### src/design/icache_pkg.sv
package icache_pkg;

  // byte address and instruction word
  typedef logic [31:0] addr_t;
  typedef logic [31:0] word_t;

  // word within a four-word line
  typedef logic [1:0] word_sel_t;

  // AXI burst length, beats minus one
  typedef logic [7:0] axi_len_t;

  // 16-byte lines
  localparam int unsigned LINE_OFF_W = 4;

  localparam logic [15:0] UNCACHED_PREFIX = 16'h0f00;

  typedef struct packed {
    addr_t pc;
    addr_t snpc;
  } fetch_req_t;

  typedef struct packed {
    addr_t pc;
    addr_t snpc;
    word_t inst;
  } fetch_rsp_t;

  typedef struct packed {
    addr_t    addr;
    axi_len_t len;
  } axi_ar_t;

  typedef struct packed {
    word_t data;
    logic  last;
  } axi_r_t;

  // one refill beat toward the array
  typedef struct packed {
    addr_t     line_addr;
    word_sel_t word_sel;
    word_t     data;
    logic      last;
  } fill_t;

  function automatic logic is_uncached(addr_t addr);
    return addr[31:16] == UNCACHED_PREFIX;
  endfunction

endpackage

### src/design/icache_array.sv
`timescale 1ns/1ps

module icache_array import icache_pkg::*; #(
  parameter int unsigned INDEX_W = 2
) (
  input  logic  clock,
  input  logic  reset,
  input  logic  invalidate_i,
  input  addr_t lookup_pc_i,
  output logic  hit_o,
  output word_t hit_data_o,
  input  logic  fill_valid_i,
  input  fill_t fill_i
);

  localparam int unsigned TAG_W = 32 - LINE_OFF_W - INDEX_W;
  localparam int unsigned LINES = 1 << INDEX_W;

  logic [TAG_W-1:0] tag_q [0:LINES-1];
  logic [LINES-1:0] valid_q;
  word_t            data_q [0:LINES-1][0:3];

  logic [INDEX_W-1:0] lookup_idx;
  logic [TAG_W-1:0]   lookup_tag;
  word_sel_t          lookup_sel;

  logic [INDEX_W-1:0] fill_idx;
  logic [TAG_W-1:0]   fill_tag;
  logic               fill_done;

  // split the lookup pc into tag, index and word
  assign lookup_idx = lookup_pc_i[LINE_OFF_W +: INDEX_W];
  assign lookup_tag = lookup_pc_i[31 -: TAG_W];
  assign lookup_sel = lookup_pc_i[3:2];

  assign hit_o      = valid_q[lookup_idx] && (tag_q[lookup_idx] == lookup_tag);
  assign hit_data_o = data_q[lookup_idx][lookup_sel];

  assign fill_idx  = fill_i.line_addr[LINE_OFF_W +: INDEX_W];
  assign fill_tag  = fill_i.line_addr[31 -: TAG_W];
  assign fill_done = fill_valid_i && fill_i.last && !is_uncached(fill_i.line_addr);

  always_ff @(posedge clock) begin
    if (fill_valid_i) begin
      data_q[fill_idx][fill_i.word_sel] <= fill_i.data;
    end
  end

  // tag is written once the whole line is in
  always_ff @(posedge clock) begin
    if (fill_done) begin
      tag_q[fill_idx] <= fill_tag;
    end
  end

  // invalidate beats a finishing fill
  always_ff @(posedge clock) begin
    if (reset || invalidate_i) begin
      valid_q <= '0;
    end else if (fill_done) begin
      valid_q[fill_idx] <= 1'b1;
    end
  end

  // refill must never stream an uncached word into the line storage
  a_no_uncached_fill: assert property (
    @(posedge clock) disable iff (reset)
    fill_valid_i |-> !is_uncached(fill_i.line_addr)
  );

endmodule

### src/design/icache_refill.sv
`timescale 1ns/1ps

module icache_refill import icache_pkg::*; #(
  parameter int unsigned INDEX_W = 2
) (
  input  logic    clock,
  input  logic    reset,
  input  logic    lookup_valid_i,
  input  addr_t   lookup_pc_i,
  input  logic    hit_i,
  input  logic    consume_i,
  output logic    ar_valid_o,
  output axi_ar_t ar_o,
  input  logic    ar_ready_i,
  input  logic    r_valid_i,
  input  axi_r_t  r_i,
  output logic    r_ready_o,
  output logic    fill_valid_o,
  output fill_t   fill_o,
  output logic    word_valid_o,
  output word_t   word_o,
  output logic    idle_o
);

  typedef enum logic [1:0] {
    ST_IDLE,
    ST_SEND,
    ST_WAIT,
    ST_RESPOND
  } state_e;

  state_e    state_q;
  state_e    state_d;
  addr_t     miss_addr_q;
  word_sel_t beat_ptr_q;
  word_t     word_q;
  logic      drop_q;

  logic      miss_start;
  logic      uncached;
  logic      beat;

  assign miss_start = (state_q == ST_IDLE) && lookup_valid_i && !hit_i;
  assign uncached   = is_uncached(miss_addr_q);
  assign beat       = r_valid_i && r_ready_o;

  always_comb begin
    state_d = state_q;
    case (state_q)
      ST_IDLE: begin
        if (miss_start) begin
          state_d = ST_SEND;
        end
      end
      ST_SEND: begin
        if (ar_ready_i) begin
          state_d = ST_WAIT;
        end
      end
      ST_WAIT: begin
        // a flushed miss still finishes its burst, then goes quiet
        if (beat && r_i.last) begin
          state_d = (drop_q || consume_i) ? ST_IDLE : ST_RESPOND;
        end
      end
      ST_RESPOND: begin
        if (consume_i) begin
          state_d = ST_IDLE;
        end
      end
      default: state_d = ST_IDLE;
    endcase
  end

  always_ff @(posedge clock) begin
    if (reset) begin
      state_q <= ST_IDLE;
      drop_q  <= 1'b0;
    end else begin
      state_q <= state_d;
      if (miss_start) begin
        drop_q <= consume_i;
      end else if (consume_i) begin
        drop_q <= 1'b1;
      end
    end
  end

  always_ff @(posedge clock) begin
    if (miss_start) begin
      miss_addr_q <= lookup_pc_i;
      beat_ptr_q  <= lookup_pc_i[3:2];
    end else if (beat) begin
      beat_ptr_q <= beat_ptr_q + 2'd1;
    end
  end

  // hold the requested word until the stage takes it
  always_ff @(posedge clock) begin
    if (beat && (beat_ptr_q == miss_addr_q[3:2])) begin
      word_q <= r_i.data;
    end
  end

  assign ar_valid_o = (state_q == ST_SEND);
  assign ar_o.addr  = miss_addr_q;
  assign ar_o.len   = uncached ? axi_len_t'(0) : axi_len_t'(3);
  assign r_ready_o  = (state_q == ST_WAIT);

  assign fill_valid_o     = beat && !uncached;
  assign fill_o.line_addr = miss_addr_q;
  assign fill_o.word_sel  = beat_ptr_q;
  assign fill_o.data      = r_i.data;
  assign fill_o.last      = r_i.last;

  assign word_valid_o = (state_q == ST_RESPOND);
  assign word_o       = word_q;
  assign idle_o       = (state_q == ST_IDLE);

  a_ar_stable: assert property (
    @(posedge clock) disable iff (reset)
    ar_valid_o && !ar_ready_i |=> ar_valid_o && $stable(ar_o)
  );

  // memory side must not send data before the address went out
  a_r_in_data_phase: assert property (
    @(posedge clock) disable iff (reset)
    r_valid_i |-> state_q == ST_WAIT
  );

  // wrapping burst ends exactly on the word before the requested one
  a_last_wraps: assert property (
    @(posedge clock) disable iff (reset)
    beat && r_i.last && !uncached |-> beat_ptr_q == miss_addr_q[3:2] - 2'd1
  );

endmodule

### src/design/icache_stage.sv
`timescale 1ns/1ps

module icache_stage import icache_pkg::*; (
  input  logic       clock,
  input  logic       reset,
  input  logic       req_valid_i,
  input  fetch_req_t req_i,
  output logic       req_ready_o,
  output logic       rsp_valid_o,
  output fetch_rsp_t rsp_o,
  input  logic       rsp_ready_i,
  input  logic       flush_i,
  input  logic       hit_i,
  input  word_t      hit_data_i,
  input  logic       word_valid_i,
  input  word_t      word_i,
  input  logic       refill_idle_i,
  output logic       lookup_valid_o,
  output addr_t      lookup_pc_o,
  output logic       consume_o
);

  fetch_req_t req_q;
  logic       valid_q;

  logic       accept;
  logic       take;

  assign take   = rsp_valid_o && rsp_ready_i;
  assign accept = req_valid_i && req_ready_o;

  // next request may enter as the current response leaves
  assign req_ready_o = (!valid_q || take) && refill_idle_i;

  always_ff @(posedge clock) begin
    if (accept) begin
      req_q <= req_i;
    end
  end

  always_ff @(posedge clock) begin
    if (reset) begin
      valid_q <= 1'b0;
    end else if (accept) begin
      valid_q <= 1'b1;
    end else if (take || flush_i) begin
      valid_q <= 1'b0;
    end
  end

  assign lookup_valid_o = valid_q;
  assign lookup_pc_o    = req_q.pc;
  assign consume_o      = valid_q && (take || flush_i);

  assign rsp_valid_o = valid_q && (hit_i || word_valid_i);

  // refill word wins over the array once a miss completes
  assign rsp_o.pc   = req_q.pc;
  assign rsp_o.snpc = req_q.snpc;
  assign rsp_o.inst = word_valid_i ? word_i : hit_data_i;

  // a waiting response only changes if an invalidate turns it back into a miss
  a_rsp_stable: assert property (
    @(posedge clock) disable iff (reset)
    rsp_valid_o && !rsp_ready_i && !flush_i |=> !rsp_valid_o || $stable(rsp_o)
  );

endmodule

### src/design/icache_top.sv
`timescale 1ns/1ps

module icache_top import icache_pkg::*; #(
  parameter int unsigned INDEX_W = 2
) (
  input  logic       clock,
  input  logic       reset,

  input  logic       req_valid_i,
  input  fetch_req_t req_i,
  output logic       req_ready_o,

  output logic       rsp_valid_o,
  output fetch_rsp_t rsp_o,
  input  logic       rsp_ready_i,

  input  logic       flush_i,
  input  logic       invalidate_i,

  output logic       ar_valid_o,
  output axi_ar_t    ar_o,
  input  logic       ar_ready_i,
  input  logic       r_valid_i,
  input  axi_r_t     r_i,
  output logic       r_ready_o
);

  logic  hit;
  word_t hit_data;
  logic  lookup_valid;
  addr_t lookup_pc;
  logic  consume;
  logic  fill_valid;
  fill_t fill;
  logic  word_valid;
  word_t word;
  logic  refill_idle;

  icache_stage u_stage (
    .clock          (clock),
    .reset          (reset),
    .req_valid_i    (req_valid_i),
    .req_i          (req_i),
    .req_ready_o    (req_ready_o),
    .rsp_valid_o    (rsp_valid_o),
    .rsp_o          (rsp_o),
    .rsp_ready_i    (rsp_ready_i),
    .flush_i        (flush_i),
    .hit_i          (hit),
    .hit_data_i     (hit_data),
    .word_valid_i   (word_valid),
    .word_i         (word),
    .refill_idle_i  (refill_idle),
    .lookup_valid_o (lookup_valid),
    .lookup_pc_o    (lookup_pc),
    .consume_o      (consume)
  );

  icache_array #(.INDEX_W(INDEX_W)) u_array (
    .clock        (clock),
    .reset        (reset),
    .invalidate_i (invalidate_i),
    .lookup_pc_i  (lookup_pc),
    .hit_o        (hit),
    .hit_data_o   (hit_data),
    .fill_valid_i (fill_valid),
    .fill_i       (fill)
  );

  icache_refill #(.INDEX_W(INDEX_W)) u_refill (
    .clock          (clock),
    .reset          (reset),
    .lookup_valid_i (lookup_valid),
    .lookup_pc_i    (lookup_pc),
    .hit_i          (hit),
    .consume_i      (consume),
    .ar_valid_o     (ar_valid_o),
    .ar_o           (ar_o),
    .ar_ready_i     (ar_ready_i),
    .r_valid_i      (r_valid_i),
    .r_i            (r_i),
    .r_ready_o      (r_ready_o),
    .fill_valid_o   (fill_valid),
    .fill_o         (fill),
    .word_valid_o   (word_valid),
    .word_o         (word),
    .idle_o         (refill_idle)
  );

endmodule

### config.mk
export PLATFORM = sky130hd
export DESIGN_NAME = icache_top
export DESIGN_NICKNAME = d
export VERILOG_FILES = /design/src/design/icache_pkg.sv /design/src/design/icache_array.sv /design/src/design/icache_refill.sv /design/src/design/icache_stage.sv /design/src/design/icache_top.sv
export SDC_FILE = /design/constraint.sdc
export NUM_CORES = 1
export LEC_CHECK = 0
export BUFFER_PORTS_ARGS = -buffer_cell sky130_fd_sc_hd__buf_2
export CAP_MARGIN = 20
export CORE_ASPECT_RATIO = 1.2
export CORE_MARGIN = 3
export CORE_UTILIZATION = 56
export CTS_BUF_LIST = sky130_fd_sc_hd__clkbuf_8
export DETAILED_ROUTE_END_ITERATION = 8
export PLACE_DENSITY = 0.76
export SYNTH_ARGS = -nofsm -noshare
export SYNTH_HDL_FRONTEND = slang
export SYNTH_HIERARCHICAL = 1
export SYNTH_SLANG_ARGS = --single-unit
### constraint.sdc
create_clock -name clock -period 5.86 [get_ports clock]
set_input_delay 1.172 -clock clock [delete_from_list [all_inputs] [get_ports clock]]
set_output_delay 1.172 -clock clock [all_outputs]
set_load 0.03 [all_outputs]
==> PnR_summary.wiki <==
{| class="wikitable"
! Metric !! Value
|-
| Buffer cell driving the clock tree root || clkbuf_8
|-
| Row Count || 90
|-
| Run status || finished, final reports clean
|-
| Overall via count from detail_route || roughly 13k
|-
| Dpl cell area || slightly above 30000 um^2
|-
| Router iterations before antenna repair || 5
|-
| Power density cells || 368 nW/um^2
|-
| Clock insertion delay at the later pin of the skew report || 700 ps
|-
| Starting DRC count in detailed routing || 1251
|-
| Buffer depth of the longest clock path || 3
|-
| Fraction of layout instances using a drive strength above 1 || 40.4%
|-
| Via count of the first global-routing pass || 14.4k
|-
| Detailed Place HPWL || about 33 mm
|-
| Maximum single-stage delay on the critical path || approximately 610 ps
|-
| Maximum fanout encountered on the critical timing path || between 100 and 150
|-
| Max Freq || 188 MHz
|-
| Pin count of the biggest net entering global routing || between 100 and 150
|-
| Most frequent cells in the layout || edfxtp_1, buf_2, mux4_2
|-
| Clock-pin slew on the worst setup and hold paths || about 60 ps
|-
| Type of the worst setup path || flip-flop to output pin
|-
| Full die area || 54700 um^2
|-
| Htree depth || 3
|-
| Final cycle utilization of the critical path || between 90 and 100%
|-
| Worst-case headroom to the max-slew limit || 30.1%
|-
| Clock period minus worst slack || 5310 ps
|-
| Final slew viol count || 0
|-
| Final Power || approximately 12000 uW
|-
| CP Capture Type || output pin
|-
| Total number of nets in the final design || about 1.6k
|-
| Setup repair after global routing missed its margin || false
|-
| Global-route wire length before repair || between 80 and 90 mm
|-
| Final clock skew || 32.1 ps
|-
| Leading cell type in the layout, fill and taps excluded || edfxtp_1
|-
| Number of antenna violations at the first check in global routing || 5
|-
| Cell type of the slowest stage on the worst timing path || edfxtp_1
|-
| Global route total overflow || 0
|-
| Yosys warns || 6
|-
| Aggregate negative setup slack || 0 ps
|-
| Number of non-filler instances in the completed layout || 2296
|-
| Core footprint || 50800 um^2
|-
| Die Y || between 200 and 300 um
|-
| RePlAce Congestion || between 0.7 and 0.8
|-
| Reported max-cap violation count || 0
|-
| Tightest Pin Transition || 1050 ps
|-
| Total leakage power || 0.0107 uW
|-
| Number of hold-repair buffers added at the cts stage || 0
|-
| Total wirelength of the detailed-routed design || 58.6 mm
|-
| Die span in x || 214 um
|-
| Tot GR Track Use || 21.8%
|-
| Cell-by-cell trace of the critical path || buf_4 > buf_12 > mux4_2 > mux4_2 > mux2_2 > buf_2
|-
| Final design utilization || approximately 64%
|-
| Final-report setup violation count || 0
|-
| Arrival time at the worst endpoint || 4140 ps
|-
| Starting density of the core || 57.3%
|-
| Mean number of vias per cell || around 6
|-
| Final cell area excluding filler cells || ~33000 um^2
|-
| Post-placement cell count || between 2k and 2.5k
|-
| Kind of launch point of the worst setup path || flip-flop
|-
| DR WL/cell || 25.5 um
|-
| Hold crit path type || flip-flop to flip-flop
|-
| TritonCTS clock tree || done
|-
| CTS Buf Count || 108
|-
| Most used cell, CP || mux4_2
|-
| Number of instances in the synthesized netlist || 1275
|-
| Relative area change from synthesis to final layout || 11.9%
|-
| Port Buf Inserts || between 200 and 250
|-
| Post-Syn Area per Cell || ~23 um^2
|-
| Critical Path RT || between 4000 and 5000 ps
|-
| Cell area after synthesis || around 29000 um^2
|-
| Setup Buffers After CTS || 0
|-
| Count of final hold-check violations || 0
|-
| Top Ports || roughly 250
|-
| Total number of clock tree sinks || roughly 750
|-
| VDD IR-drop max || 0.277 mV
|-
| Number of gates given a new drive strength after cts || 0
|-
| Final antenna-violating net count || 0
|-
| Post-route DRC || 0
|}
-- report_power, final --
part	total [uW]	internal (uW)	switching [uW]	leakage [uW]
Combinational	1930	765	1160	0.00281
Sequential	6350	6180	170	0.00681
Clock	3710	1810	1900	0.00110
Total	12000	8750	3230	0.0107
-- sequential cells by signal (all words and copies together) (netlist names) --
| signal | flops |
|---|---|
| u_refill/state_q | 2 |
| u_stage/lookup_valid_o | 1 |
| u_stage/rsp_o | 32 |
| u_array/valid_q | 4 |
| u_refill/word_o | 32 |
| u_refill/beat_ptr_q | 2 |
| u_stage/lookup_pc_o | 32 |
| u_refill/miss_addr_q | 32 |
| u_array/tag_q | 104 |
| u_array/data_q | 512 |
| u_refill/drop_q | 1 |
-- critical path: cells and delay by family, from the launching register on --
kind	cells	cell delay [ps]
DFF	1	610
buffers and inverters	3	1220
muxes	3	1390
-- stage by stage --
| step | worst slack [ps] | hold slack, ps |
|---|---|---|
| final | 552 | 449 |
| after global routing | 249 | 469 |
| after CTS | 431 | 450 |
| after detailed placement | 1210 | 443 |
| after floorplan | 9.01 | 428 |
| after global placement | 1240 | 435 |
-- per-layer routing --
| metal | vias up | track usage [%] | routed length, um |
|---|---|---|---|
| met4 | 2 | 7.59 | 1350 |
| met5 | - | 0 | 14 |
| met3 | 100 | 5.28 | 4960 |
| met2 | 632 | 35.5 | 29600 |
| li1 | 5701 | - | - |
| met1 | 7019 | 29.2 | 22700 |
-- final timing paths --
kind	start	endpoint	slack, ps	cells past startpoint
hold / removal	u_stage/lookup_pc_o[0]$_DFFE_PP_	u_refill/miss_addr_q[0]$_DFFE_PP_	450	0
setup reg to reg	u_stage/lookup_pc_o[4]$_DFFE_PP_	u_refill/beat_ptr_q[1]$_DFFE_PP_	1580	10
hold reg to reg	u_stage/lookup_pc_o[0]$_DFFE_PP_	u_refill/miss_addr_q[0]$_DFFE_PP_	450	0
setup / recovery	u_stage/lookup_pc_o[4]$_DFFE_PP_	rsp_o[21]	550	6
-- cell type report --
class / instances / area [um^2]
Multi-Input combinational cell: 374 / 5670
Sequential cell: 754 / 22600
Clock buffer: 111 / 1530
Clock inverter: 86 / 408
Antenna cell: 4 / 10.0
Timing Repair Buffer: 273 / 1490
Tap cell: 690 / 863
Inverter: 4 / 16.3
Fill cell: 3275 / 18200
Power figures use the tool's default switching activity.
